`config.mk`:
```
export PLATFORM = sky130hd
export DESIGN_NAME = execute_stage
export DESIGN_NICKNAME = d
export VERILOG_FILES = /design/src/cpu_pkg.sv /design/src/execute_stage.sv
export SDC_FILE = /design/constraint.sdc
export NUM_CORES = 1
export LEC_CHECK = 0
export ABC_AREA = 1
export ABC_CLOCK_PERIOD_IN_PS = 7750
export BUFFER_PORTS_ARGS = -buffer_cell sky130_fd_sc_hd__buf_4
export CAP_MARGIN = 15
export CORE_ASPECT_RATIO = 0.75
export CORE_UTILIZATION = 30
export CTS_CLUSTER_SIZE = 10
export DETAILED_ROUTE_END_ITERATION = 12
export GPL_TIMING_DRIVEN = 0
export PLACE_DENSITY = 0.58
export SYNTH_ARGS = -nofsm -noshare
export SYNTH_HDL_FRONTEND = slang
export SYNTH_SLANG_ARGS = --single-unit
```
`constraint.sdc`:
```
create_clock -name clk -period 7.75 [get_ports clk]
set_input_delay 1.1625 -clock clk [delete_from_list [all_inputs] [get_ports clk]]
set_output_delay 1.1625 -clock clk [all_outputs]
set_load 0.01 [all_outputs]
```
`src/cpu_pkg.sv`:
```
package cpu_pkg;

    localparam int xlen       = 32;
    localparam int imem_words = 64;
    localparam int dmem_words = 64;
    localparam int imem_aw    = $clog2(imem_words);
    localparam int dmem_aw    = $clog2(dmem_words);

    // Major opcodes of the supported subset
    localparam logic [6:0] op_op     = 7'b0110011;
    localparam logic [6:0] op_imm    = 7'b0010011;
    localparam logic [6:0] op_lui    = 7'b0110111;
    localparam logic [6:0] op_load   = 7'b0000011;
    localparam logic [6:0] op_store  = 7'b0100011;
    localparam logic [6:0] op_branch = 7'b1100011;
    localparam logic [6:0] op_jal    = 7'b1101111;
    localparam logic [6:0] op_system = 7'b1110011;

    localparam logic [xlen-1:0] ecall_word = 32'h0000_0073;

    // One instruction word, read as register fields or as immediate fields
    typedef union packed {
        struct packed {
            logic [6:0] funct7;
            logic [4:0] rs2;
            logic [4:0] rs1;
            logic [2:0] funct3;
            logic [4:0] rd;
            logic [6:0] opcode;
        } r;
        struct packed {
            logic [11:0] imm;
            logic [4:0]  rs1;
            logic [2:0]  funct3;
            logic [4:0]  rd;
            logic [6:0]  opcode;
        } i;
    } instr_u;

    typedef enum logic [2:0] {
        alu_add,
        alu_sub,
        alu_and,
        alu_or,
        alu_xor,
        alu_slt,
        alu_pass_b
    } alu_op_e;

    typedef enum logic [1:0] {
        fwd_regfile,
        fwd_from_mem,
        fwd_from_wb
    } fwd_sel_e;

    typedef enum logic [1:0] {
        wb_alu,
        wb_load,
        wb_link
    } wb_sel_e;

endpackage

```
`src/execute_stage.sv`:
```
`timescale 1ns/1ps

module execute_stage import cpu_pkg::*; (
    input  logic            clk,
    input  logic            rst_n,
    input  logic            halt_flush,
    input  logic            ex_valid,
    input  logic [xlen-1:0] ex_pc,
    input  logic [xlen-1:0] ex_a,
    input  logic [xlen-1:0] ex_b,
    input  logic [xlen-1:0] ex_imm,
    input  logic [4:0]      ex_rd,
    input  alu_op_e         ex_alu_op,
    input  logic            ex_use_imm,
    input  wb_sel_e         ex_wb_sel,
    input  logic            ex_reg_we,
    input  logic            ex_mem_we,
    input  logic            ex_is_load,
    input  logic            ex_branch,
    input  logic            ex_branch_ne,
    input  logic            ex_jal,
    input  logic            ex_ecall,
    input  fwd_sel_e        fwd_a,
    input  fwd_sel_e        fwd_b,
    input  logic [xlen-1:0] wb_data,
    output logic            branch_taken,
    output logic [xlen-1:0] branch_target,
    output logic            mem_valid,
    output logic [xlen-1:0] mem_pc,
    output logic [xlen-1:0] mem_alu,
    output logic [xlen-1:0] mem_store_data,
    output logic [4:0]      mem_rd,
    output logic            mem_reg_we,
    output logic            mem_mem_we,
    output logic            mem_is_load,
    output wb_sel_e         mem_wb_sel,
    output logic            mem_ecall
);

    logic [xlen-1:0] op_a, rs2_val, op_b, alu_y;

    function automatic logic [xlen-1:0] fwd_mux(input fwd_sel_e sel,
                                                input logic [xlen-1:0] rf_val);
        case (sel)
            fwd_from_mem: return mem_alu;
            fwd_from_wb:  return wb_data;
            default:      return rf_val;
        endcase
    endfunction

    assign op_a    = fwd_mux(fwd_a, ex_a);
    assign rs2_val = fwd_mux(fwd_b, ex_b);
    assign op_b    = ex_use_imm ? ex_imm : rs2_val;

    always_comb begin
        case (ex_alu_op)
            alu_sub:    alu_y = op_a - op_b;
            alu_and:    alu_y = op_a & op_b;
            alu_or:     alu_y = op_a | op_b;
            alu_xor:    alu_y = op_a ^ op_b;
            alu_slt:    alu_y = {{(xlen-1){1'b0}}, $signed(op_a) < $signed(op_b)};
            alu_pass_b: alu_y = op_b;
            default:    alu_y = op_a + op_b;
        endcase
    end

    // BEQ when equal, BNE when not, JAL always
    assign branch_taken  = ex_valid & (ex_jal | (ex_branch & ((op_a == rs2_val) ^ ex_branch_ne)));
    assign branch_target = ex_pc + ex_imm;

    always_ff @(posedge clk) begin
        if (!rst_n || halt_flush) begin
            mem_valid   <= 1'b0;
            mem_reg_we  <= 1'b0;
            mem_mem_we  <= 1'b0;
            mem_is_load <= 1'b0;
            mem_ecall   <= 1'b0;
        end else begin
            mem_valid   <= ex_valid;
            mem_reg_we  <= ex_valid & ex_reg_we;
            mem_mem_we  <= ex_valid & ex_mem_we;
            mem_is_load <= ex_valid & ex_is_load;
            mem_ecall   <= ex_valid & ex_ecall;
        end
    end

    always_ff @(posedge clk) begin
        mem_pc         <= ex_pc;
        mem_alu        <= alu_y;
        mem_store_data <= rs2_val;
        mem_rd         <= ex_rd;
        mem_wb_sel     <= ex_wb_sel;
    end

endmodule

```
==> Yosys cells after proc, flatten, opt, wreduce, memory -nomap -nowiden <==
Index checks and enable logic that the tools add are counted.
{ "op_classes": {"add_sub_neg": 3, "multipliers": 0, "n_div": 0, "order_cmp": 1, "eq_ne": 11, "shift": 0, "mux": 4, "n_bitwise": 11, "n_reduce_logical": 2} }
{ "op_table": {"columns": ["cell", "n"], "rows": [
  ["$pmux W32 S6", 1],
  ["$pmux W32 S2", 2],
  ["$add A32 B32 Y32", 2],
  ["$and A32 B32 Y32", 1],
  ["$eq A32 B32 Y1", 1],
  ["$lt A32 B32 Y1", 1],
  ["$mux W32", 1],
  ["$or A32 B32 Y32", 1],
  ["$sub A32 B32 Y32", 1],
  ["$xor A32 B32 Y32", 1],
  ["$eq A3 B3 Y1 const B", 3],
  ["$and A1 B1 Y1", 6],
  ["$eq A3 B2 Y1 const B", 2],
  ["$eq A2 B1 Y1 const B", 2],
  ["$eq A2 B2 Y1 const B", 2],
  ["$eq A3 B1 Y1 const B", 1],
  ["$logic_not A1 Y1", 1],
  ["$logic_or A1 B1 Y1", 1],
  ["$or A1 B1 Y1", 1],
  ["$xor A1 B1 Y1", 1]
]} }
{ "word_totals": {"reg_bits": 108, "latch_bits": 0, "mem_bits_rw": 0, "rom_bits": 0, "input_bits": 186, "output_inout_bits": 141, "wordCells": 42, "n_memories": 0} }

==> Depth between registers and ports, before layout <==
{ "logic_depth": {"ltp_word": 7, "depth_mapped": 24, "mapped_depth_nobuf": 23} }

==> Worst setup path before layout <==
Ideal clock, no wire load.
{ "synth_path": {"kind": "input port to output port", "from": "in ex_pc[0]", "to": "out branch_target[26]", "arrival_time_ps": 2897, "required_time_ps": 6588, "slack_ps": 3691, "path_stages": 12, "path_buffers": 0, "cell_sequence": "ha_1 -> inv_1 -> fa_1 -> o21ai_2 -> a21oi_1 -> o21ai_0 -> a21boi_1 -> o21bai_1 -> nand2_1 -> nand2_1 -> nand2_1 -> nand2_1"} }
{ "synth_between": {"elab_chain_cells": 1} }
{ "synth_lines": {"columns": ["element", "line_no", "source"], "rows": [
  ["start: declaration", "execute_stage.sv:8", "input logic [xlen-1:0] ex_pc,"],
  ["$add A32 B32 Y32", "execute_stage.sv:69", "assign branch_target = ex_pc + ex_imm;"],
  ["end: declaration", "execute_stage.sv:27", "output logic [xlen-1:0] branch_target,"]
]} }
No other way between the ends.

==> Final worst setup path <==
{ "layout_path": {"from": "in fwd_a[0]", "to": "out branch_taken"} }
{ "layout_between": {"elab_chain_cells": 7, "elab_cells_between_ends": 8, "classes_between": "eq/ne: 3; mux: 1; bitwise: 4"} }
{ "layout_lines": {"columns": ["element", "line_no", "source"], "rows": [
  ["start: declaration", "execute_stage.sv:23", "input fwd_sel_e fwd_a,"],
  ["$eq A2 B2 Y1 or $eq A2 B1 Y1 (tied branches)", "execute_stage.sv:44", "case (sel)"],
  ["$pmux W32 S2 *", "execute_stage.sv:44", null],
  ["$eq A32 B32 Y1 *", "execute_stage.sv:68", "assign branch_taken = ex_valid & (ex_jal | (ex_branch & ((op_a == rs2_val) ^ ex_branch_ne)));"],
  ["$xor A1 B1 Y1 *", "execute_stage.sv:68", null],
  ["$and A1 B1 Y1 *", "execute_stage.sv:68", null],
  ["$or A1 B1 Y1 *", "execute_stage.sv:68", null],
  ["$and A1 B1 Y1 *", "execute_stage.sv:68", null],
  ["end: declaration", "execute_stage.sv:26", "output logic branch_taken,"]
]} }
Every way passes the cells marked *; elsewhere a longest branch is shown, timed or not.

==> results.toml <==
[drt]
drt-wirelength-per-cell_um = 22.8
dr_total_vias = 14900
ant_nets = 0
drtPass1Iterations = 7
drt_iter0_drc = 1724
drc = 0
vias_per_cell = 5.24
wl_um = 65100

[logic_synthesis]
ys_ff_latch = 108
synth.most_common_cell = "nand2_1"
synth_top_area_share_pct = 18.0
synth_top_cell_by_area = "dfxtp_1"
synthesis.area_um2 = 12000
ys_async_sr_fraction_pct = 0
synth_nets = 2310
synth_common_cells = "nand2_1, inv_1, nor2_1"
yosys_warnings = 0
netlist_instances = 1990
synth_sequential_area_ratio_pct = 18.0
synth_ff_type = "dfxtp_1"
synth.area.top_cells = "dfxtp_1, nand2_1, ha_1"
avgSynthCellArea_um2 = 6.02
synth_cell_type_count = 46
synth_edf_count = 0

[floorplan]
die_h_um = 175
coreArea_um2 = 39400
fp-row-count = 63
die_w_um = 233
dieArea_um2 = 40800
initial_core_util_pct = 30.4
num_io_pins = 327

[timing]
finalSetupTns_ns = 0
fmax_mhz = 189
slew_headroom_pct = 27.5
setup_viol_count_final = 0
skew_ns = 0.0153
tightest_slew_ns = 1.08
rsz0062_at_grt = "no"
period_minus_slack_ns = 5.30
hold_viol = 0
holdWs_ns = 0.677
period_share_pct = 68.4
drv_slew = 0

[outcome]
outcome = "finished, final reports clean"

[global_routing]
grt_pass1_vias = 14100
overflow = 0
grtUsageTotal_pct = 31.4
grt_max_degree = 21
grt_pass1_wl_um = 93100
grt_antenna_before_repair = 3

[hold_path]
hold_class = "register to register"

[cts]
cts_buffers = 9
htreeDepth = 3
cts_sinks = 108
postCtsSetupRepairBufs = 0
cts.repair.resized = 0
cts.clk_slew.worst_paths_ns = 0.09
clock_latency_ns = 0.40
postCtsHoldBufs = 0
clockBufferDepth = 2
root_buffer = "clkbuf_16"
tritoncts = "done"

[power]
peakVddDrop_uv = 114
p_leak_nw = 7.87
power_density_nw_per_um2 = 202

[setup_path]
critPathMaxStageDelay_ns = 0.46
crit_top_cell = "nand2_1"
cp_max_fo = 10
arrival_ns = 4.14
path_class = "input port to output port"
start_kind = "input port"
cp-end-kind = "output port"
cp_slowest_cell = "buf_2"
required_ns = 6.59
path_cells = "buf_4 -> inv_1 -> ha_1 -> inv_2 -> buf_2 -> nand3_1 -> nand2_1 -> nand2_1 -> nand2_1 -> nand2_1 -> nor2_1 -> nand2_1 -> nor2_2 -> nand2_1 -> nand2_1 -> nand3_1 -> a21oi_1 -> buf_4"

[placement]
gp_congestion = 1.00
port_buffers = 325
hpwlAfterDp_um = 55100
dpl_cell_area_um2 = 15100

[run]
max_cap_violations = 0

[cells_and_area]
drive_gt1_share_pct = 19.8
final_nets = 2646
final_area_um2 = 15400
area_growth_pct = 28.7
registers in the layout (all words and copies together) (netlist names):
signal          flops
mem_alu            32
mem_ecall           1
mem_is_load         1
mem_mem_we          1
mem_pc             32
mem_rd              5
mem_reg_we          1
mem_store_data     32
mem_valid           1
mem_wb_sel          2
logic make-up after synthesis:
kind of cell,after synthesis,synth area share (%)
xor gates and xnor gates,51,3.73
AOI/OAI and AO/OA,391,18.6
adders and majority gates,134,14.2
DFF,108,18.0
buffers and inverters,344,11.3
and+or+nand+nor,962,34.2
routing by layer:
layer / GRT usage [%] / vias up / wire length (um)
li1: - / 7151 / -
met1: 44.5 / 6993 / 30000
met2: 48.4 / 714 / 27800
met3: 5.12 / 91 / 5470
met4: 9.29 / 0 / 1850
met5: 0 / - / 0
cells in the final DEF (no fill, tap or decap), types with 37 or more instances in the layout:
master,netlist,layout
inv_1,252,252
nand3_1,151,151
dfxtp_1,108,108
buf_4,0,325
buf_2,37,37
o21ai_0,119,119
a21oi_1,144,144
nor2_1,152,152
ha_1,131,131
nand2_1,542,542
worst max-delay path: cells and delay by family:
kind            cells  cell delay, ns
simple gates       11            1.32
buf+inv             5            1.06
fa+ha+maj           1            0.42
compound gates      1            0.14
metrics by stage:
| step | utilization, % | setup slack [ns] | total power (W) | std cells |
|---|---|---|---|---|
| floorplan | - | 3.69 | 0.00174 | 1990 |
| global placement | 38.2 | 2.23 | 0.00251 | 2835 |
| detailed placement | 38.2 | 2.20 | 0.00251 | 2835 |
| CTS | 39.1 | 2.60 | 0.00310 | 2851 |
| global route | 39.1 | 2.20 | 0.00332 | 2852 |
| finish | 39.1 | 2.45 | 0.00312 | 2852 |
final cells by class:
cell class,count,area [um^2]
well taps,520,651
multi-input cells,1538,8460
inverters,272,1020
diodes,1,2.50
plain buffers,72,337
clock buffers,9,225
clock inverters,7,119
fillers,4368,24000
repair buffers,325,2440
flip-flops and latches,108,2160
power breakdown:
part	switching, W	leakage (nW)	internal, W	total, W
registers	0.0000685	0.909	0.000638	0.000707
logic	0.00121	6.79	0.000626	0.00184
clock network	0.000282	0.166	0.000293	0.000576
total	0.00156	7.87	0.00156	0.00312
final timing paths:
kind	start	to	slack, ns	cells after the start
max reg2reg	mem_alu[8]	mem_alu[26]	4.00	16
min	mem_alu[1]	mem_store_data[1]	0.68	4
max	fwd_a[0]	branch_taken	2.45	18
min reg2reg	mem_alu[1]	mem_store_data[1]	0.68	4
Power figures use the tool's default switching activity.
