[src/cpu_pkg.sv]
package cpu_pkg;

    localparam int xlen       = 32;
    localparam int imem_words = 64;
    localparam int dmem_words = 64;
    localparam int imem_aw    = $clog2(imem_words);
    localparam int dmem_aw    = $clog2(dmem_words);

    // Major opcodes of the supported subset
    localparam logic [6:0] op_op     = 7'b0110011;
    localparam logic [6:0] op_imm    = 7'b0010011;
    localparam logic [6:0] op_lui    = 7'b0110111;
    localparam logic [6:0] op_load   = 7'b0000011;
    localparam logic [6:0] op_store  = 7'b0100011;
    localparam logic [6:0] op_branch = 7'b1100011;
    localparam logic [6:0] op_jal    = 7'b1101111;
    localparam logic [6:0] op_system = 7'b1110011;

    localparam logic [xlen-1:0] ecall_word = 32'h0000_0073;

    // One instruction word, read as register fields or as immediate fields
    typedef union packed {
        struct packed {
            logic [6:0] funct7;
            logic [4:0] rs2;
            logic [4:0] rs1;
            logic [2:0] funct3;
            logic [4:0] rd;
            logic [6:0] opcode;
        } r;
        struct packed {
            logic [11:0] imm;
            logic [4:0]  rs1;
            logic [2:0]  funct3;
            logic [4:0]  rd;
            logic [6:0]  opcode;
        } i;
    } instr_u;

    typedef enum logic [2:0] {
        alu_add,
        alu_sub,
        alu_and,
        alu_or,
        alu_xor,
        alu_slt,
        alu_pass_b
    } alu_op_e;

    typedef enum logic [1:0] {
        fwd_regfile,
        fwd_from_mem,
        fwd_from_wb
    } fwd_sel_e;

    typedef enum logic [1:0] {
        wb_alu,
        wb_load,
        wb_link
    } wb_sel_e;

endpackage

[src/pipeline_control.sv]
`timescale 1ns/1ps

module pipeline_control import cpu_pkg::*; (
    input  logic       clk,
    input  logic       rst_n,
    input  logic       start,
    input  logic [4:0] id_rs1,
    input  logic [4:0] id_rs2,
    input  logic       id_uses_rs2,
    input  logic [4:0] ex_rs1,
    input  logic [4:0] ex_rs2,
    input  logic [4:0] ex_rd,
    input  logic       ex_is_load,
    input  logic       ex_valid,
    input  logic       branch_taken,
    input  logic [4:0] mem_rd,
    input  logic       mem_reg_we,
    input  logic [4:0] wb_rd,
    input  logic       wb_we,
    input  logic       ecall_done,
    output logic       run,
    output logic       restart,
    output logic       stall,
    output logic       flush,
    output logic       halt_flush,
    output fwd_sel_e   fwd_a,
    output fwd_sel_e   fwd_b,
    output logic       halted
);

    // Nearest producer wins, and x0 is never forwarded
    function automatic fwd_sel_e pick(input logic [4:0] src);
        if (src == 5'd0) begin
            return fwd_regfile;
        end
        if (mem_reg_we && mem_rd == src) begin
            return fwd_from_mem;
        end
        if (wb_we && wb_rd == src) begin
            return fwd_from_wb;
        end
        return fwd_regfile;
    endfunction

    always_ff @(posedge clk) begin
        if (!rst_n) begin
            halted <= 1'b1;
        end else if (restart) begin
            halted <= 1'b0;
        end else if (ecall_done) begin
            halted <= 1'b1;
        end
    end

    assign run     = ~halted;
    assign restart = start & halted;

    // Load result is only ready once the load reaches the memory stage
    assign stall = ex_valid & ex_is_load & (ex_rd != 5'd0) &
                   ((ex_rd == id_rs1) | (id_uses_rs2 & (ex_rd == id_rs2)));

    // Everything behind a retiring ECALL is squashed
    assign halt_flush = halted | ecall_done;
    assign flush      = branch_taken | halt_flush;

    assign fwd_a = pick(ex_rs1);
    assign fwd_b = pick(ex_rs2);

endmodule

[config.mk]
export PLATFORM = sky130hd
export DESIGN_NAME = pipeline_control
export DESIGN_NICKNAME = d
export VERILOG_FILES = /design/src/cpu_pkg.sv /design/src/pipeline_control.sv
export SDC_FILE = /design/constraint.sdc
export NUM_CORES = 1
export LEC_CHECK = 0
export ABC_AREA = 0
export BUFFER_PORTS_ARGS = -buffer_cell sky130_fd_sc_hd__buf_2
export CORE_MARGIN = 5
export CORE_UTILIZATION = 29
export CTS_CLUSTER_DIAMETER = 150
export DETAILED_ROUTE_END_ITERATION = 7
export PLACE_DENSITY = 0.79
export SYNTH_ARGS = -nofsm -noshare
export SYNTH_HDL_FRONTEND = slang
export SYNTH_SLANG_ARGS = --single-unit
[constraint.sdc]
create_clock -name clk -period 0.89 [get_ports clk]
set_input_delay 0.1335 -clock clk [delete_from_list [all_inputs] [get_ports clk]]
set_output_delay 0.1335 -clock clk [all_outputs]
set_load 0.005 [all_outputs]
Yosys cells after proc, flatten, opt, wreduce, memory -nomap -nowiden:

Index checks and enable logic that the tools add are counted.

* equal/unequal tests: 6
* reductions and logical operators: 8
* shifts and indexed selects: 0
* bitwise logic cells: 9
* muxes and demuxes: 26
* add/subtract/negate cells: 0
* divide/modulo/power cells: 0
* $mul: 0
* order comparisons: 0

Operators by type and width (number)
* 5-bit equality test: 6
* 2-bit two-way mux: 12
* 1-bit two-way mux: 14
* 5-bit logical NOT: 2
* 1-bit AND: 5
* 5-bit nonzero test: 1
* 1-bit logical AND: 4
* 1-bit bitwise OR: 3
* 2-bit nonzero test: 1
* 1-bit NOT: 1

* input bits: 45
* latch bits: 0
* bits in writable memories: 0
* memories: 0
* word-level logic and storage cells: 50
* bits in read-only memories: 0
* register bits after elaboration: 1

Depth between registers and ports, before layout:

Gate-level depths: netlist of run 1.

* depth after elaboration: 9
* depth in mapped cells: 4
* mapped depth without buffers: 4

Worst setup path before layout of run 1:

Ideal clock, no wire load.

* path kind: input to output
* start: in ex_rd[1]
* end: out stall
* slack: -0.083 ns
* data required time: 0.757 ns
* path buffers: 0
* arrival time: 0.839 ns
* stages: 3
* path through: or4_4 -> o211ai_2 -> a21oi_1

* cells in the longest elaborated chain, start to end: 4
* elaborated cells between the ends (all ways): 7
* those cells by class: eq/ne: 2; bitwise: 4; reduce/logical: 1

RTL lines
* from (decl): line pipeline_control.sv:12 `input logic [4:0] ex_rd,`
* 5-bit equality test: line pipeline_control.sv:60 `((ex_rd == id_rs1) | (id_uses_rs2 & (ex_rd == id_rs2)));`
* 1-bit AND: line pipeline_control.sv:60
* 1-bit bitwise OR: line pipeline_control.sv:60
* 1-bit AND *: line pipeline_control.sv:59 `assign stall = ex_valid & ex_is_load & (ex_rd != 5'd0) &`
* to (decl): line pipeline_control.sv:23 `output logic stall,`

Every way passes the cells marked *; elsewhere a longest branch is shown, timed or not.

Worst setup path after layout of run 1:

* start: in ex_rs2[4]
* end: out fwd_b[1]

* cells in the longest elaborated chain, start to end: 8
* elaborated cells between the ends (all ways): 16
* those cells by class: eq/ne: 2; mux: 11; reduce/logical: 3

RTL lines
* from (decl): line pipeline_control.sv:11 `input logic [4:0] ex_rs2,`
* 5-bit equality test: line pipeline_control.sv:39 `if (wb_we && wb_rd == src) begin`
* 1-bit logical AND: line pipeline_control.sv:39
* 1-bit two-way mux (2 in a row): line pipeline_control.sv:39
* 1-bit two-way mux: line pipeline_control.sv:36 `if (mem_reg_we && mem_rd == src) begin`
* 2-bit two-way mux: line pipeline_control.sv:42 `return fwd_regfile;`
* 2-bit two-way mux: line pipeline_control.sv:39
* 2-bit two-way mux *: line pipeline_control.sv:36
* to (decl): line pipeline_control.sv:27 `output fwd_sel_e fwd_b,`

Every way passes the cells marked *; elsewhere a longest branch is shown, timed or not. The select of a mux whose other input is x is not followed.

==> results of run 1 <==
-- final cells by class --
class | count | area [um2] | area share [%]
multi-input cells | 57 | 505 | 51.2
repair buffers | 62 | 433 | 43.9
flip-flops and latches | 1 | 21.3 | 2.15
well taps | 16 | 20.0 | 2.03
inverters | 2 | 7.51 | 0.760
-- critical path: cells and delay by family --
family                 cells  cell delay [ns]
XOR/XNOR                   1             0.17
buffers and inverters      2             0.23
AND/OR/NAND/NOR            3             0.60
-- kinds of logic after synthesis --
family	Yosys count
flops	1
xor+xnor	30
simple gates	24
buf+inv	2
compound gates	3
-- through the flow --
step           total power [mW]  instances
4_1_cts                   0.446        138
2_1_floorplan             0.192         60
5_1_grt                   0.520        138
3_3_place_gp              0.383        137
3_5_place_dp              0.394        137
6_report                  0.482        138
-- placed cells by master (no fill, tap or decap), types with 2 or more instances in the layout --
cell and n:
buf_6 14, buf_2 37, xor2_2 2, nor2_1 2
nand4_1 2, xor2_1 13, nand3_1 4, buf_4 10
or4_4 3, xnor2_1 14, nor4_2 2, inv_1 2
nand2_1 2, nor2_4 2
-- where the power goes --
part           internal, mW  total [mW]  switching [mW]
registers            0.0498      0.0516         0.00183
clock network             0           0               0
logic                 0.253       0.430           0.178
-- how the worst min path moves through the flow --
stage / slack [ns] / end / start
finish: 0.32 / halted$_SDFFE_PN1P_ / rst_n
global route: 0.34 / halted$_SDFFE_PN1P_ / rst_n
CTS: 0.32 / halted$_SDFFE_PN1P_ / rst_n
detailed placement: 0.33 / halted$_SDFFE_PN1P_ / rst_n
global placement: 0.32 / halted$_SDFFE_PN1P_ / rst_n
floorplan: 0.21 / halted$_SDFFE_PN1P_ / rst_n
-- timing repair --
item,CTS,global route
resized for setup,26,12
pin swaps,20,8
setup endpoints to repair,6,6
buffers inserted,1,0
gates cloned,0,0
-- per-layer routing --
metal | part of all wire, % | wire, um | up-vias
li1 | - | - | 332
met2 | 51 | 999 | 49
met4 | 1.6 | 32 | 0
met1 | 29 | 571 | 299
met5 | 0 | 0 | -
met3 | 18 | 350 | 4
==> summary.txt, run 1 <==
Run status
  • Status: finished with violations
  • Failing checks: negative setup slack

Floorplanning
  • Die span in x: 49.8 um
  • Core area: 1510 um2
  • Die footprint: 2480 um2
  • Die height: 49.8 um
  • FP Rows: 14
  • Number of top-level pins: 55
  • Initial Util: 30.6%

Synthesis
  • Mapped Nets: 105
  • YS warnings: 0
  • Post-Synth XOR/XNOR Area: 57.1%
  • Post-synth EDFFs: 0
  • Share of the synthesized area in the top cell type: 28.5%
  • Post-Syn Instances: 60
  • Register area share after synthesis: 4.35%
  • FFs w/ async S/R, synth: 0%
  • Largest area contributor in the netlist: xnor2_1
  • Mapped cell area: 460 um2
  • Mean Syn Cell Area: 7.67 um2
  • Synth Area in Compound Gates: 4.89%
  • Post-synth cell types: 20
  • Synth Area in Adders: 0%
  • Top cells by area, synth: xnor2_1 (29%), xor2_1 (29%), dfxtp_1 (4.3%)
  • Mux contribution to synthesized area: 0%
  • Largest family of logic cells by synthesized area: XOR/XNOR gates
  • #FFs+latches synth: 1
  • Post-synthesis simple-gate area fraction: 32.1%
  • Synth cell count leaders: xnor2_1 (15), xor2_1 (15), nand3_1 (4), nor2_1 (4), nor4_1 (3)
  • Prevailing post-synth register cell: dfxtp_1

Drt
  • Vias/cell: 4.96
  • Antenna Violating Nets Remaining: 0
  • WL final: 1950 um
  • Iteration-0 DRC Markers: 2
  • TritonRoute pass-1 iters: 2
  • Number of remaining DRC errors: 0
  • Routed len/inst: 14.2 um
  • Via count: 684

Clocking
  • Clock-pin slew on the worst setup and hold paths: 0 ns
  • Worst-Skew Late Latency: 0 ns
  • Hold bufs inserted after CTS: 0

Worst setup path
  • RR Startpoint: halted$_SDFFE_PN1P_
  • Critical Path AT: 1.14 ns
  • Startpoint Class: input pin
  • Slowest stage cell, crit path: nor4_2
  • Worst setup path start: ex_rs2[4]
  • CP Capture Type: primary output
  • Crit-path max FO: 3
  • Crit Path Class: in2out
  • Critical Path Max Stage Delay: 0.29 ns
  • R2R depth: 3
  • Worst EP required: 0.76 ns
  • Reg-to-reg slack, setup: 0.10 ns
  • Critical Path, Cell by Cell: buf_6 -> xor2_2 -> nor4_2 -> nand3_1 -> nor4b_4 -> buf_2
  • CP endpoint: fwd_b[1]
  • Worst R2R End: halted$_SDFFE_PN1P_

GRT
  • First-pass GRT wire length: 3020 um
  • Grt peak-use layer: met2
  • Met2 track demand over resource: 28.2%
  • Pin count of the biggest net entering global routing: 5
  • Met1 Track Usage GR: 13.8%
  • Initial antenna violation count: 0
  • Tot GR Track Use: 14.8%
  • GR Util met3: 7.53%
  • GRT overflow: 0
  • Vias in the first global route: 756

Timing
  • Fin crit share: 143%
  • Worst Skew: 0 ns
  • Final worst slack: -0.387 ns
  • Fin crit period: 1.28 ns
  • Final setup fails: 5
  • Worst hold margin: 0.318 ns
  • Worst-margin pin slew: 0.256 ns
  • Fin. max-slew vios: 0
  • Final TNS setup: -1.74 ns
  • Normalized max-slew margin: 82.8%
  • Final hold vios: 0
  • Fmax: 0.783 GHz
  • RSZ-0062 raised after global routing: yes

Final layout
  • # nets final: 169
  • Final core utilization: 65.5%
  • Area growth syn-to-layout: 114%
  • Max FFs per register: 1
  • Largest regs: halted (1)
  • Antenna diodes: 0
  • Share of cells above drive strength 1: 63.1%
  • Fillers: 132
  • Top reg by flops: halted
  • Post-Layout Inst Area: 987 um2

Power
  • Leak: 0.464 nW
  • PD cells: 488 nW/um2
  • IR drop worst, VDD: 0.214 mV

Job
  • Max-Cap Viols: 0

Placement
  • Placed Area: 812 um2
  • Post-DP HPWL: 1560 um
  • Buffers on Ports: 54
  • RePlAce Congestion: 0.747
  • Placement Setup Slack: -0.372 ns

Hold path
  • Hold depth: 2
  • Worst min path class: in2reg
Note: power is estimated with default switching activity, not from simulation.
==> run 2, diff against run 1 <==
- CORE_UTILIZATION: 29 -> 32
- PLACE_DENSITY: 0.79 -> 0.82
- clock period: 0.89 -> 1.3 ns (I/O delays scaled with it)
==> run 2 against run 1 <==
Effect of this change:
- the run still ends with negative setup slack left
- setup slack better by 0.33 ns
- design area is 0.76% higher
- critical path type unchanged
- sequential power is 30% lower
- wire length decreased by 3.6%
- critical endpoint is now fwd_a[1]
- highest routed layer is now met3
- combinational power down 32%
- via count is 2.9% lower
- hold slack better by 0.071 ns
- sequential share of layout area is 0.14 points lower
- clock skew did not move
- sequential cell count unchanged
- final cell count up 1.4%
- first-iteration DRC count stayed put
==> summary.txt, run 2 (synthesized netlist as in run 1, its figures left out) <==
Floorplanning
  • Die span in x: 47.9 um (-3.8%)
  • Die height: 47.9 um (-3.8%)
  • Core area: 1330 um2 (-11%)
  • Die footprint: 2300 um2 (-7.5%)
  • Number of top-level pins: 55 (unchanged)
  • FP Rows: 13 (-1)
  • Initial Util: 34.5% (+4.0 points)

Worst setup path
  • CP top delay family: simple AND/OR/NAND/NOR gates
  • CP Capture Type: primary output
  • RR Startpoint: halted$_SDFFE_PN1P_
  • Startpoint Class: input pin
  • Worst R2R End: halted$_SDFFE_PN1P_
  • Slowest stage cell, crit path: nor4_1
  • Number of buffers and inverters on the critical path: 2 (unchanged)
  • Critical Path, Cell by Cell: buf_6 -> xor2_1 -> nor4_1 -> nand3_1 -> nor4b_2 -> buf_2
  • Critical Path Max Stage Delay: 0.30 ns (about the same)
  • Crit Path Class: in2out
  • R2R depth: 2 (-1)
  • Reg-to-reg slack, setup: 0.57 ns (+0.47 ns)
  • Critical Path AT: 1.16 ns (+0.02 ns)
  • Worst EP required: 1.11 ns (+0.35 ns)
  • Crit-path max FO: 2 (-1)

Placement
  • RePlAce Congestion: 0.769 (+2.9%)
  • Buffers on Ports: 54 (unchanged)
  • Post-DP HPWL: 1650 um (+6.1%)
  • Dpl cells: 139 (+1.5%)

Final layout
  • Share of cells above drive strength 1: 63.2% (+0.085 points)
  • Antenna diodes: 0 (unchanged)
  • Commonest non-fill, non-tap cells in the layout: buf_2 (40), xor2_1 (14), xnor2_1 (13)
  • Non-Filler Instances: 140 (+1.4%)
  • # nets final: 172 (+1.8%)
  • Max FFs per register: 1 (unchanged)
  • Area growth syn-to-layout: 116%
  • Commonest non-fill, non-tap cell in the layout: buf_2
  • Top reg by flops: halted
  • Largest regs: halted (1)

Power
  • IR drop worst, VDD: 0.176 mV (-18%)
  • PD cells: 331 nW/um2 (-32%)
  • Leak: 0.478 nW (+3.0%)

Hold path
  • Hold Crit Endpoint: halted$_SDFFE_PN1P_
  • Hold path start: rst_n
  • Hold depth: 2 (unchanged)
  • Worst min path class: in2reg

Run status
  • Status: finished with violations
  • Failing checks: negative setup slack

Drt
  • Vias/cell: 4.74 (-4.3%)
  • Via count: 664 (-2.9%)
  • TritonRoute pass-1 iters: 2 (unchanged)
  • Antenna Violating Nets Remaining: 0 (unchanged)
  • Iteration-0 DRC Markers: 2 (unchanged)
  • Routed len/inst: 13.5 um (-5.0%)
  • WL final: 1880 um (-3.6%)
  • Number of remaining DRC errors: 0 (unchanged)

Timing
  • Fin crit share: 105%
  • Fmax: 0.736 GHz
  • Final setup fails: 5 (unchanged)
  • Worst Skew: 0 ns (unchanged)
  • Fin. max-slew vios: 0 (unchanged)
  • Final hold vios: 0 (unchanged)
  • Normalized max-slew margin: 81.9% (-0.89 points)
  • Final worst slack: -0.0590 ns (+0.328 ns)
  • Final TNS setup: -0.199 ns (+1.55 ns)
  • RSZ-0062 raised after global routing: yes
  • Worst-margin pin slew: 0.269 ns (+0.0131 ns)
  • Fin crit period: 1.36 ns

Clocking
  • Hold bufs inserted after CTS: 0 (unchanged)
  • Worst-Skew Late Latency: 0 ns (unchanged)
  • Clock-pin slew on the worst setup and hold paths: 0 ns (unchanged)

GRT
  • Initial antenna violation count: 0 (unchanged)
  • Met1 Track Usage GR: 14.6% (+0.77 points)
  • First-pass GRT wire length: 2540 um (-16%)
  • GR Util met3: 3.76% (-3.8 points)
  • GRT overflow: 0 (unchanged)
  • Tot GR Track Use: 15.3% (+0.57 points)
  • Met2 track demand over resource: 33.5% (+5.3 points)
  • Grt peak-use layer: met2
  • Pin count of the biggest net entering global routing: 6 (+1)
  • Vias in the first global route: 652 (-14%)

Job
  • Max-Cap Viols: 0 (unchanged)
run 2: through the flow:
step / cell area (um2) / hold slack, ns / setup WS [ns] / util, % / total power [mW]
after global routing: 995 / 0.398 / -0.118 / 74.6 / 0.352
after CTS: 906 / 0.395 / -0.131 / 67.9 / 0.300
after detailed placement: 825 / 0.395 / -0.159 / 61.8 / 0.276
after global placement: 825 / 0.379 / -0.0660 / 61.8 / 0.266
after floorplan: 460 / 0.271 / 0.204 / - / 0.130
final: 995 / 0.389 / -0.0590 / 74.6 / 0.329
run 2: routing by layer:
metal,wire length [um],vias to the layer above
met5,0,-
met4,0,0
met3,258,0
met2,1060,37
met1,560,289
li1,-,338
run 2: timing repair:
action / 4_1_cts / 5_1_grt
resized for setup: 17 / 17
setup buffers: 1 / 0
pin swaps: 16 / 13
setup endpoints to repair: 5 / 5
run 2: final cells by class:
class / count / area (um2)
fill: 97 / 339
multi-input combinational: 57 / 508
sequential: 1 / 20.0
inverter: 2 / 7.51
tap: 15 / 18.8
timing repair buffer: 65 / 440
run 2: report_power, final:
part,internal [mW],switching (mW)
combinational,0.174,0.119
sequential,0.0337,0.00236
clock,0,0
total,0.208,0.122
run 2: worst max-delay path by stage:
stage | from | endpoint | slack, ns | cells after the start
global route | ex_rs2[4] | fwd_b[1] | -0.12 | 6
finish | mem_rd[3] | fwd_a[1] | -0.06 | 6
global placement | mem_rd[1] | fwd_b[1] | -0.07 | 6
CTS | ex_rs2[1] | fwd_b[1] | -0.13 | 6
detailed placement | mem_rd[4] | fwd_b[1] | -0.16 | 6
floorplan | ex_rd[1] | stall | 0.20 | 3
run 2: worst reg2reg max path: stages (launching register included):
cell     delay [ns]
dfxtp_1        0.36
and2_1         0.16
o21ai_0        0.09
==> run 3, diff against run 2 <==
- CORE_UTILIZATION: 32 -> 33
- CTS_BUF_LIST: unset -> sky130_fd_sc_hd__clkbuf_2
- PLACE_DENSITY: 0.82 -> 0.85
==> run 3 against run 2 <==
Effect of this change:
- design area down 2.3%
- die area decreased by 2.4%
- sequential share of layout area barely moved
- critical path depth is the same
- hold slack lost 0.0070 ns
- sequential power about the same
- combinational power is essentially flat
- clock skew did not move
- total power fell by 0.97%
- the run still ends with negative setup slack left
- setup slack worse by 0.021 ns
- largest cell class unchanged
==> summary.txt, run 3 (synthesized netlist as in run 1, its figures left out) <==
Worst setup path
  • Critical Path, Cell by Cell: buf_8 -> xor2_2 -> nor4_2 -> nand3_1 -> nor2_1 -> buf_2
  • Critical Path Max Stage Delay: 0.28 ns (-0.02 ns)
  • Crit-path max FO: 3 (+1)
  • Worst EP required: 1.11 ns (about the same)
  • Worst R2R End: halted$_SDFFE_PN1P_
  • Slowest stage cell, crit path: nor4_2
  • Reg-to-reg slack, setup: 0.58 ns (about the same)
  • RR Startpoint: halted$_SDFFE_PN1P_
  • Crit Path Class: in2out
  • Startpoint Class: input pin
  • R2R depth: 2 (unchanged)
  • CP Capture Type: primary output
  • Critical Path AT: 1.18 ns (+0.02 ns)

Hold path
  • Hold depth: 2 (unchanged)
  • Worst min path class: in2reg
  • Hold path start: rst_n
  • Hold Crit Endpoint: halted$_SDFFE_PN1P_

Floorplanning
  • Number of top-level pins: 55 (unchanged)
  • Die height: 47.4 um (-1.2%)
  • FP Rows: 13 (unchanged)
  • Initial Util: 34.9% (+0.43 points)
  • Die span in x: 47.4 um (-1.2%)
  • Die footprint: 2240 um2 (-2.4%)
  • Core area: 1320 um2 (-1.2%)

Final layout
  • Commonest non-fill, non-tap cell in the layout: buf_2
  • Antenna diodes: 0 (unchanged)
  • Largest regs: halted (1)
  • Post-Layout Inst Area: 972 um2 (-2.3%)
  • Commonest non-fill, non-tap cells in the layout: buf_2 (43), xnor2_1 (14), xor2_1 (13)
  • Max FFs per register: 1 (unchanged)
  • Top reg by flops: halted
  • Area growth syn-to-layout: 111%
  • # nets final: 168 (-2.3%)
  • Final core utilization: 73.8% (-0.79 points)
  • Fillers: 110 (+13%)
  • Share of cells above drive strength 1: 61.2% (-2.0 points)

Drt
  • Vias/cell: 5.01 (+5.7%)
  • Via count: 682 (+2.7%)
  • TritonRoute pass-1 iters: 3 (+1)
  • Number of remaining DRC errors: 0 (unchanged)
  • Iteration-0 DRC Markers: 1 (-1)
  • Antenna Violating Nets Remaining: 0 (unchanged)
  • WL final: 2090 um (+11%)
  • Routed len/inst: 15.3 um (+14%)

Timing
  • Fin crit share: 106% (+1.6 points)
  • Final setup fails: 5 (unchanged)
  • Fmax: 0.725 GHz (-1.5%)
  • Final worst slack: -0.0798 ns (-0.0208 ns)
  • RSZ-0062 raised after global routing: yes
  • Final hold vios: 0 (unchanged)
  • Final TNS setup: -0.327 ns (-0.128 ns)
  • Worst-margin pin slew: 0.223 ns (-0.0454 ns)
  • Fin crit period: 1.38 ns (+0.0208 ns)
  • Fin. max-slew vios: 0 (unchanged)
  • Worst Skew: 0 ns (unchanged)
  • Normalized max-slew margin: 85.0% (+3.1 points)

GRT
  • First-pass GRT wire length: 2790 um (+10%)
  • Initial antenna violation count: 0 (unchanged)
  • Tot GR Track Use: 16.8% (+1.5 points)
  • Vias in the first global route: 751 (+15%)
  • GRT overflow: 0 (unchanged)
  • Pin count of the biggest net entering global routing: 6 (unchanged)

Clocking
  • Clock-pin slew on the worst setup and hold paths: 0 ns (unchanged)
  • Setup bufs post-CTS: 0 (-1)
  • Worst-Skew Late Latency: 0 ns (unchanged)

Power
  • Reg power frac: 11.0% (about the same)
  • Switching share of power: 38.6% (+1.6 points)
  • Leak: 0.464 nW (-2.9%)
  • PD cells: 335 nW/um2 (+1.3%)
  • Power Internal: 0.200 mW (-3.5%)
  • IR drop worst, VDD: 0.166 mV (-5.6%)
  • Clock share of power: 0% (unchanged)
  • P_sw: 0.126 mW (+3.4%)
  • Combinational share of power: 89.0% (about the same)

Run status
  • Status: finished with violations
  • Failing checks: negative setup slack

Placement
  • Buffers on Ports: 54 (unchanged)
  • RePlAce Congestion: 0.768 (-0.13%)
  • Placed Area: 802 um2 (-2.7%)
  • Post-DP HPWL: 1690 um (+2.2%)

Job
  • Max-Cap Viols: 0 (unchanged)
## run 3: timing repair
item                       in CTS  in global routing
setup endpoints to repair       5                  5
pin swaps                      14                 19
cloned                          0                  0
hold buffers                    0                  0
resized for setup              18                 19
## run 3: through the flow
| stage | setup WS [ns] | total power [mW] | std cells | hold WS, ns |
|---|---|---|---|---|
| floorplan | 0.204 | 0.130 | 60 | 0.271 |
| global placement | -0.0602 | 0.260 | 136 | 0.387 |
| detailed placement | -0.0813 | 0.269 | 136 | 0.393 |
| CTS | -0.0675 | 0.291 | 136 | 0.384 |
| global route | -0.139 | 0.351 | 136 | 0.404 |
| finish | -0.0798 | 0.326 | 136 | 0.382 |
## run 3: final cells by class
cell class	instances	area, um2	share of cell area [%]
sequential	1	20.0	2.06
inverter	2	7.51	0.772
multi-input combinational	57	512	52.6
timing repair buffer	61	414	42.6
tap	15	18.8	1.93
## run 3: worst max-delay path, delay by kind of cell
family / cells / cell delay [ns]
buffers and inverters: 2 / 0.23
xor gates and xnor gates: 1 / 0.17
and+or+nand+nor: 3 / 0.59
## run 3: worst max-delay path by stage
stage | startpoint | endpoint | slack [ns] | cells after the start
after global placement | ex_rs2[1] | fwd_b[1] | -0.06 | 5
after floorplan | ex_rd[1] | stall | 0.20 | 3
after detailed placement | ex_rs2[1] | fwd_b[1] | -0.08 | 5
after global routing | mem_rd[1] | fwd_a[0] | -0.14 | 6
final | ex_rs2[1] | fwd_b[0] | -0.08 | 6
after CTS | ex_rd[3] | stall | -0.07 | 5
## run 3: per-layer routing
layer | up-vias | wire length (um) | global-route usage, %
met3 | 2 | 400 | 8.43
met4 | 0 | 14 | 1.66
met5 | - | 0 | 0
met1 | 299 | 620 | 14.0
li1 | 332 | - | -
met2 | 49 | 1050 | 35.3
## run 3: power by group through the flow
| stage | clock, mW | sequential, mW | combinational (mW) |
|---|---|---|---|
| 2_1_floorplan | 0 | 0.0359 | 0.0943 |
| 3_3_place_gp | 0 | 0.0358 | 0.224 |
| 3_5_place_dp | 0 | 0.0361 | 0.233 |
| 4_1_cts | 0 | 0.0362 | 0.255 |
| 5_1_grt | 0 | 0.0364 | 0.314 |
| 6_report | 0 | 0.0360 | 0.290 |
